**src/periph_cfg.svh**
```systemverilog
`ifndef PERIPH_CFG_SVH
`define PERIPH_CFG_SVH

// ----------------------------------------
// Subsystem sizing
// ----------------------------------------
`define PERIPH_NUM_TIMERS 4

// Register bus widths
`define PERIPH_DATA_W 32
`define PERIPH_ADDR_W 16

// ----------------------------------------
// Address map
// ----------------------------------------
// Region field is addr[REGION_LSB +: 4]
`define PERIPH_REGION_LSB 8
`define PERIPH_IRQ_REGION 15

// Data word of an error response
`define PERIPH_ERR_DATA 32'hdeadbeef

`endif
```
**src/periph_pkg.sv**
```systemverilog
package periph_pkg;

    `include "periph_cfg.svh"

    // ----------------------------------------
    // Register bus types
    // ----------------------------------------
    typedef logic [`PERIPH_ADDR_W-1:0] reg_addr_t;
    typedef logic [`PERIPH_DATA_W-1:0] reg_data_t;

    typedef logic [3:0] region_t;
    // Word offset from addr[3:2]
    typedef logic [1:0] reg_offset_t;

    // Claim id, 0 is none and k+1 is source k; covers up to 15 sources
    typedef logic [3:0] src_id_t;

    // ----------------------------------------
    // Register offsets
    // ----------------------------------------
    typedef enum logic [1:0] {
        TIMER_CTRL    = 2'd0,
        TIMER_COUNT   = 2'd1,
        TIMER_COMPARE = 2'd2
    } timer_reg_e;

    typedef enum logic [1:0] {
        IRQ_PENDING = 2'd0,
        IRQ_ENABLE  = 2'd1,
        IRQ_CLAIM   = 2'd2
    } irq_reg_e;

endpackage

```
**src/periph_subsys.sv**
```systemverilog
`timescale 1ns/100ps
`include "periph_cfg.svh"

module periph_subsys
    import periph_pkg::*;
(
    input  logic      clk_i,
    input  logic      reset_i,
    // Register bus request
    input  logic      req_valid_i,
    input  logic      req_write_i,
    input  reg_addr_t req_addr_i,
    input  reg_data_t req_wdata_i,
    // Register bus response
    output logic      rsp_valid_o,
    output reg_data_t rsp_rdata_o,
    output logic      rsp_error_o,
    // Interrupt to the core
    output logic      irq_o
);

    logic [`PERIPH_NUM_TIMERS-1:0] timer_sel;
    logic [`PERIPH_NUM_TIMERS-1:0] timer_match;
    reg_data_t                     timer_rdata [`PERIPH_NUM_TIMERS];
    logic                          irq_sel;
    reg_data_t                     irq_rdata;
    logic                          bus_write;
    reg_offset_t                   bus_offset;
    reg_data_t                     bus_wdata;

    // ----------------------------------------
    // Address decoder and error responder
    // ----------------------------------------
    periph_decoder i_decoder (
        .clk_i         ( clk_i       ),
        .reset_i       ( reset_i     ),
        .req_valid_i   ( req_valid_i ),
        .req_write_i   ( req_write_i ),
        .req_addr_i    ( req_addr_i  ),
        .req_wdata_i   ( req_wdata_i ),
        .timer_rdata_i ( timer_rdata ),
        .irq_rdata_i   ( irq_rdata   ),
        .timer_sel_o   ( timer_sel   ),
        .irq_sel_o     ( irq_sel     ),
        .write_o       ( bus_write   ),
        .offset_o      ( bus_offset  ),
        .wdata_o       ( bus_wdata   ),
        .rsp_valid_o   ( rsp_valid_o ),
        .rsp_rdata_o   ( rsp_rdata_o ),
        .rsp_error_o   ( rsp_error_o )
    );

    // ----------------------------------------
    // Timer channels
    // ----------------------------------------
    for (genvar i = 0; i < `PERIPH_NUM_TIMERS; i++) begin : gen_timer
        timer_unit i_timer (
            .clk_i    ( clk_i          ),
            .reset_i  ( reset_i        ),
            .sel_i    ( timer_sel[i]   ),
            .write_i  ( bus_write      ),
            .offset_i ( bus_offset     ),
            .wdata_i  ( bus_wdata      ),
            .rdata_o  ( timer_rdata[i] ),
            .match_o  ( timer_match[i] )
        );
    end

    // ----------------------------------------
    // Interrupt collector
    // ----------------------------------------
    irq_collector #(
        .NUM_SRC ( `PERIPH_NUM_TIMERS )
    ) i_irq_collector (
        .clk_i    ( clk_i       ),
        .reset_i  ( reset_i     ),
        .sel_i    ( irq_sel     ),
        .write_i  ( bus_write   ),
        .offset_i ( bus_offset  ),
        .wdata_i  ( bus_wdata   ),
        .src_i    ( timer_match ),
        .rdata_o  ( irq_rdata   ),
        .irq_o    ( irq_o       )
    );

endmodule

```
**src/irq_collector.sv**
```systemverilog
`timescale 1ns/100ps
`include "periph_cfg.svh"

module irq_collector
    import periph_pkg::*;
#(
    parameter int NUM_SRC = `PERIPH_NUM_TIMERS
) (
    input  logic               clk_i,
    input  logic               reset_i,
    input  logic               sel_i,
    input  logic               write_i,
    input  reg_offset_t        offset_i,
    input  reg_data_t          wdata_i,
    input  logic [NUM_SRC-1:0] src_i,
    output reg_data_t          rdata_o,
    output logic               irq_o
);

    logic [NUM_SRC-1:0] pending_q;
    logic [NUM_SRC-1:0] enable_q;
    logic [NUM_SRC-1:0] active;
    logic [NUM_SRC-1:0] claim_onehot;
    logic [NUM_SRC-1:0] claim_clr;
    src_id_t            claim_id;
    logic               claim_fire;

    assign active = pending_q & enable_q;

    // ----------------------------------------
    // Fixed priority claim
    // ----------------------------------------
    // Lowest index wins
    always_comb begin
        claim_id     = '0;
        claim_onehot = '0;
        for (int i = NUM_SRC - 1; i >= 0; i--) begin
            if (active[i]) begin
                claim_id        = src_id_t'(i + 1);
                claim_onehot    = '0;
                claim_onehot[i] = 1'b1;
            end
        end
    end

    assign claim_fire = sel_i && !write_i && (offset_i == IRQ_CLAIM);
    assign claim_clr  = claim_fire ? claim_onehot : '0;

    // ----------------------------------------
    // Pending and enable state
    // ----------------------------------------
    // New events are ORed in after the clear, so a same-cycle match survives
    always_ff @(posedge clk_i) begin
        if (reset_i) begin
            pending_q <= '0;
        end else begin
            pending_q <= (pending_q & ~claim_clr) | src_i;
        end
    end

    always_ff @(posedge clk_i) begin
        if (reset_i) begin
            enable_q <= '0;
        end else if (sel_i && write_i && offset_i == IRQ_ENABLE) begin
            enable_q <= wdata_i[NUM_SRC-1:0];
        end
    end

    always_ff @(posedge clk_i) begin
        if (reset_i) begin
            irq_o <= 1'b0;
        end else begin
            irq_o <= |active;
        end
    end

    // ----------------------------------------
    // Read mux
    // ----------------------------------------
    always_comb begin
        case (offset_i)
            IRQ_PENDING: rdata_o = reg_data_t'(pending_q);
            IRQ_ENABLE:  rdata_o = reg_data_t'(enable_q);
            IRQ_CLAIM:   rdata_o = reg_data_t'(claim_id);
            default:     rdata_o = '0;
        endcase
    end

endmodule

```
**src/timer_unit.sv**
```systemverilog
`timescale 1ns/100ps

module timer_unit
    import periph_pkg::*;
(
    input  logic        clk_i,
    input  logic        reset_i,
    input  logic        sel_i,
    input  logic        write_i,
    input  reg_offset_t offset_i,
    input  reg_data_t   wdata_i,
    output reg_data_t   rdata_o,
    output logic        match_o
);

    logic      enable_q;
    reg_data_t count_q;
    reg_data_t compare_q;
    logic      wr_en;
    logic      at_compare;

    assign wr_en      = sel_i & write_i;
    assign at_compare = (count_q == compare_q);

    // ----------------------------------------
    // Registers
    // ----------------------------------------
    always_ff @(posedge clk_i) begin
        if (reset_i) begin
            enable_q  <= 1'b0;
            compare_q <= '0;
        end else if (wr_en) begin
            if (offset_i == TIMER_CTRL) begin
                enable_q <= wdata_i[0];
            end
            if (offset_i == TIMER_COMPARE) begin
                compare_q <= wdata_i;
            end
        end
    end

    // Software load wins over counting
    always_ff @(posedge clk_i) begin
        if (reset_i) begin
            count_q <= '0;
        end else if (wr_en && offset_i == TIMER_COUNT) begin
            count_q <= wdata_i;
        end else if (enable_q) begin
            count_q <= at_compare ? '0 : count_q + 1'b1;
        end
    end

    // One pulse per wrap
    always_ff @(posedge clk_i) begin
        if (reset_i) begin
            match_o <= 1'b0;
        end else begin
            match_o <= enable_q & at_compare;
        end
    end

    // ----------------------------------------
    // Read mux
    // ----------------------------------------
    always_comb begin
        case (offset_i)
            TIMER_CTRL:    rdata_o = reg_data_t'(enable_q);
            TIMER_COUNT:   rdata_o = count_q;
            TIMER_COMPARE: rdata_o = compare_q;
            default:       rdata_o = '0;
        endcase
    end

endmodule

```
**src/periph_decoder.sv**
```systemverilog
`timescale 1ns/100ps
`include "periph_cfg.svh"

module periph_decoder
    import periph_pkg::*;
(
    input  logic                          clk_i,
    input  logic                          reset_i,
    // Request side
    input  logic                          req_valid_i,
    input  logic                          req_write_i,
    input  reg_addr_t                     req_addr_i,
    input  reg_data_t                     req_wdata_i,
    // Read data from the targets
    input  reg_data_t                     timer_rdata_i [`PERIPH_NUM_TIMERS],
    input  reg_data_t                     irq_rdata_i,
    // Strobes towards the targets
    output logic [`PERIPH_NUM_TIMERS-1:0] timer_sel_o,
    output logic                          irq_sel_o,
    output logic                          write_o,
    output reg_offset_t                   offset_o,
    output reg_data_t                     wdata_o,
    // Response side
    output logic                          rsp_valid_o,
    output reg_data_t                     rsp_rdata_o,
    output logic                          rsp_error_o
);

    region_t                       region;
    logic [`PERIPH_NUM_TIMERS-1:0] timer_hit;
    logic                          irq_hit;
    logic                          map_err;
    reg_data_t                     rd_mux;
    reg_data_t                     rsp_rdata_d;

    // ----------------------------------------
    // Address decode
    // ----------------------------------------
    assign region   = req_addr_i[`PERIPH_REGION_LSB +: $bits(region_t)];
    assign offset_o = req_addr_i[3:2];
    assign write_o  = req_write_i;
    assign wdata_o  = req_wdata_i;

    always_comb begin
        for (int i = 0; i < `PERIPH_NUM_TIMERS; i++) begin
            timer_hit[i] = (region == region_t'(i));
        end
    end

    assign irq_hit = (region == region_t'(`PERIPH_IRQ_REGION));
    // Nothing mapped here, the error responder answers
    assign map_err = !((|timer_hit) || irq_hit);

    assign timer_sel_o = timer_hit & {`PERIPH_NUM_TIMERS{req_valid_i}};
    assign irq_sel_o   = irq_hit & req_valid_i;

    // ----------------------------------------
    // Response
    // ----------------------------------------
    always_comb begin
        rd_mux = irq_hit ? irq_rdata_i : '0;
        for (int i = 0; i < `PERIPH_NUM_TIMERS; i++) begin
            if (timer_hit[i]) begin
                rd_mux = timer_rdata_i[i];
            end
        end
    end

    always_comb begin
        if (map_err) begin
            rsp_rdata_d = `PERIPH_ERR_DATA;
        end else if (req_write_i) begin
            rsp_rdata_d = '0;
        end else begin
            rsp_rdata_d = rd_mux;
        end
    end

    always_ff @(posedge clk_i) begin
        if (reset_i) begin
            rsp_valid_o <= 1'b0;
            rsp_error_o <= 1'b0;
        end else begin
            rsp_valid_o <= req_valid_i;
            rsp_error_o <= req_valid_i & map_err;
        end
    end

    always_ff @(posedge clk_i) begin
        if (req_valid_i) begin
            rsp_rdata_o <= rsp_rdata_d;
        end
    end

endmodule

```
**config.mk**
```make
export PLATFORM = sky130hd
export DESIGN_NAME = periph_subsys
export DESIGN_NICKNAME = d
export VERILOG_FILES = /design/src/periph_pkg.sv /design/src/periph_subsys.sv /design/src/irq_collector.sv /design/src/timer_unit.sv /design/src/periph_decoder.sv
export VERILOG_INCLUDE_DIRS = /design/src
export SDC_FILE = /design/constraint.sdc
export NUM_CORES = 1
export LEC_CHECK = 0
export BUFFER_PORTS_ARGS = -buffer_cell sky130_fd_sc_hd__buf_2
export CAP_MARGIN = 5
export CORE_UTILIZATION = 57
export DETAILED_ROUTE_END_ITERATION = 6
export PLACE_DENSITY = 0.9
export SLEW_MARGIN = 5
export SYNTH_ARGS = -nofsm -noshare
export SYNTH_HDL_FRONTEND = slang
export SYNTH_HIERARCHICAL = 1
export SYNTH_SLANG_ARGS = --single-unit
```
**constraint.sdc**
```tcl
create_clock -name clk_i -period 2.57 [get_ports clk_i]
set_clock_uncertainty 0.05 [all_clocks]
set_input_delay 0.514 -clock clk_i [delete_from_list [all_inputs] [get_ports clk_i]]
set_output_delay 0.514 -clock clk_i [all_outputs]
set_load 0.03 [all_outputs]
```
==> impl_results.md <==
- # Max-Cap Violations: 0
- Vias in the first global route: 18200
- Final min period: 2500 ps
- Final WS setup: 70.8 ps
- HPWL after detailed placement: 46.2 mm
- Top post-synthesis cells by area: dfxtp_1 (29%), xor2_1 (9.7%), a21oi_1 (7.1%)
- Antenna viol nets, final: 0
- Synth Flop Type: dfxtp_1
- Sink Count: 307
- CP bufs+invs: 2
- CP dominant cell by count: buf_4
- Cell Chain, Critical Path: xor2_1 -> nor4_1 -> nand4_1 -> buf_4 -> nor4b_1 -> buf_4
- Postcts setup bufs: 0
- Total number of vias: 19800
- Core Box Area: 32800 um^2
- R2R Setup Slk: 70 ps
- Final Max Slew Viols: 0
- Cell count after synthesis: 2387
- Measured slew at the worst slew-check pin: 857 ps
- Most instantiated cells after synthesis: nand2_1 (344), dfxtp_1 (275), a21oi_1 (271), xor2_1 (212), clkbuf_1 (152)
- First-pass GRT wire length: 104 mm
- Critical setup path kind: register to register
- Largest net degree at the start of global routing: 66
- Yosys cell types: 63
- Drt initial violations: 3167
- Clock transition at the registers of the reported paths: 70 ps
- Startpoint type of the worst setup path: register
- Post-route setup TNS: 0 ps
- Routed wire length: 68.1 mm
- Area leader, netlist: dfxtp_1
- Mapped Avg Cell Area: 8.03 um^2
- Layout cells sized above 1: 14.5%
- RSZ-0062 raised after global routing: false
- Slew headroom: 42.8%
- Pre-antenna DRT Iters: 6
- Async SR Flop Fraction: 0%
- # rows: 66
- Hold Crit Start: req_wdata_i[13]
- Synth warn: 6
- Remaining global-route overflow: 0
- Initial antenna violation count: 2
- CP max stage delay: 750 ps
- Post-layout util: 65.8%
- Critical Path Fanout Max: 6
- Die area: 34400 um^2
- Worst Hold Endpoint: gen_timer[3].i_timer/compare_q[13]
- Maximum root-to-sink buffer count: 3
- Max Clk Rate: 400 MHz
- Boundary Pins: 87
- EDFF count, synth: 32
- Pre-CTS setup slack: 113 ps
- Period utilization: 97.2%
- Power density over the cells: 523 nW/um^2
- Flop and latch count out of synthesis: 307
- P&R area growth vs syn: 12.5%
- R2r endpoint: gen_timer[1].i_timer/match_o
- R2R depth: 6
- Placement Cell Area: 20300 um^2
- Gr usage total: 39.3%
- # hold bufs at CTS: 0
- # resized after CTS: 0
- Post-synth top area share: 28.7%
- WL per Instance: 23.8 um
- Status: finished clean
- Family with the most delay on the worst path: simple AND/OR/NAND/NOR gates
- HP Class: primary input to register
- Crit path capture type: register
- Clock tree from TritonCTS: done
- # fillers: 2571
- Die X: 185 um
- Data required, critical path: 2980 ps
- CTS Buf Count: 35
- Post-Layout Inst Area: 21600 um^2
- Routability cong.: 0.994
- Synth Cell Area: 19200 um^2
- CTS root buf: clkbuf_16
- Endpoints failing setup: 0
- Reg2reg start: gen_timer[1].i_timer/count_q[5]
- # DRC: 0
- Worst Path Arrival: 2910 ps
- VDD IR-drop max: 357 uV
- Die H: 185 um
- DR vias/cell: 6.90
- Starting density of the core: 58.5%
- Most frequent cell after synthesis: nand2_1
- LEAKAGE: 8.22 nW
- Sequential area share after synthesis: 33.7%
- Final #Nets: 2453
- Port Buffers: 76
- Worst-skew pair later-pin latency: 530 ps
- H-tree lvl count: 2
- Hold Fails Final Rpt: 0
- Hold Path Depth: 3
- Worst path slowest cell: nor4_1
cell families after synthesis:
family	share of synthesized area, %
other	0.0196
xor gates and xnor gates	10.8
buffers and inverters	8.04
DFF	33.7
muxes	0.679
and+or+nand+nor	21.5
adders and majority gates	0.261
AOI/OAI and AO/OA	25.0
flip-flops by register name, summed over array words and instances (netlist names):
register,flops
gen_timer.i_timer/match_o,4
i_irq_collector/pending_q,4
i_decoder/rsp_error_o,1
gen_timer.i_timer/enable_q,4
gen_timer.i_timer/count_q,128
i_decoder/rsp_rdata_o,32
gen_timer.i_timer/compare_q,128
i_decoder/rsp_valid_o,1
i_irq_collector/irq_o,1
i_irq_collector/enable_q,4
power breakdown:
group	switching (mW)	total, mW	internal [mW]	leakage, nW
Clock	2.08	5.36	3.28	0.615
Sequential	0.0325	4.94	4.91	2.53
Combinational	0.721	0.980	0.259	5.07
worst register-to-register path, delay by kind of cell, from the launching register on:
family	cells	cell delay [ps]
xor gates and xnor gates	1	190
DFF	1	370
buffers and inverters	2	440
and+or+nand+nor	3	1390
how the worst max path moves through the flow:
stage | start | end | slack (ps) | cells past startpoint
final | gen_timer[1].i_timer/count_q[5] | gen_timer[1].i_timer/match_o | 70 | 6
after global routing | gen_timer[1].i_timer/count_q[5] | gen_timer[1].i_timer/count_q[31] | 60 | 6
after CTS | gen_timer[0].i_timer/count_q[6] | gen_timer[0].i_timer/match_o | 200 | 5
after detailed placement | req_addr_i[3] | i_decoder/rsp_rdata_o[4] | 110 | 7
after global placement | req_addr_i[3] | i_decoder/rsp_rdata_o[12] | 150 | 8
after floorplan | req_addr_i[11] | gen_timer[0].i_timer/count_q[10] | 20 | 10
per-layer routing:
layer	up-vias	GRT usage [%]	wire (um)
met5	-	0	22
met4	4	27.4	5750
met3	401	10.3	10100
met2	1733	56.0	27200
met1	9116	51.3	25000
li1	8523	-	-
layout by cell type, fill, tap and decap left out, types with 12 or more instances in the layout:
master       n
a22oi_1     23
conb_1      28
and4_1      20
o21ai_0    129
nor4_1      32
o21a_1      24
clkbuf_16   39
edfxtp_1    32
and3_1      26
nor3_1      15
inv_1       20
nor3b_1    110
xor2_1     212
xnor2_1     24
buf_2       75
buf_12      25
nand4_1     37
buf_4      140
nand2_1    344
nand3_1     65
a22o_1     126
dfxtp_1    275
nor2_1      39
a21oi_1    271
o22ai_1    112
a221oi_2    12
mux2i_1     13
through the flow:
step           total power [mW]  instances  hold slack, ps
6_report                   11.3       2866             312
3_3_place_gp               5.94       2802             411
5_1_grt                    11.5       2865             318
4_1_cts                    11.2       2865             306
3_5_place_dp               5.96       2802             423
2_1_floorplan              5.59       2414             404
area by class of cell:
type	instances	area [um^2]	share of cell area [%]
Antenna cell	1	2.50	0.0116
Clock buffer	53	1110	5.14
Clock inverter	10	125	0.580
Inverter	20	75.1	0.348
Multi-Input combinational cell	1792	11300	52.4
Sequential cell	307	6470	30.0
Tap cell	442	553	2.57
Timing Repair Buffer	241	1940	9.00
(Power assumes the default switching activity.)
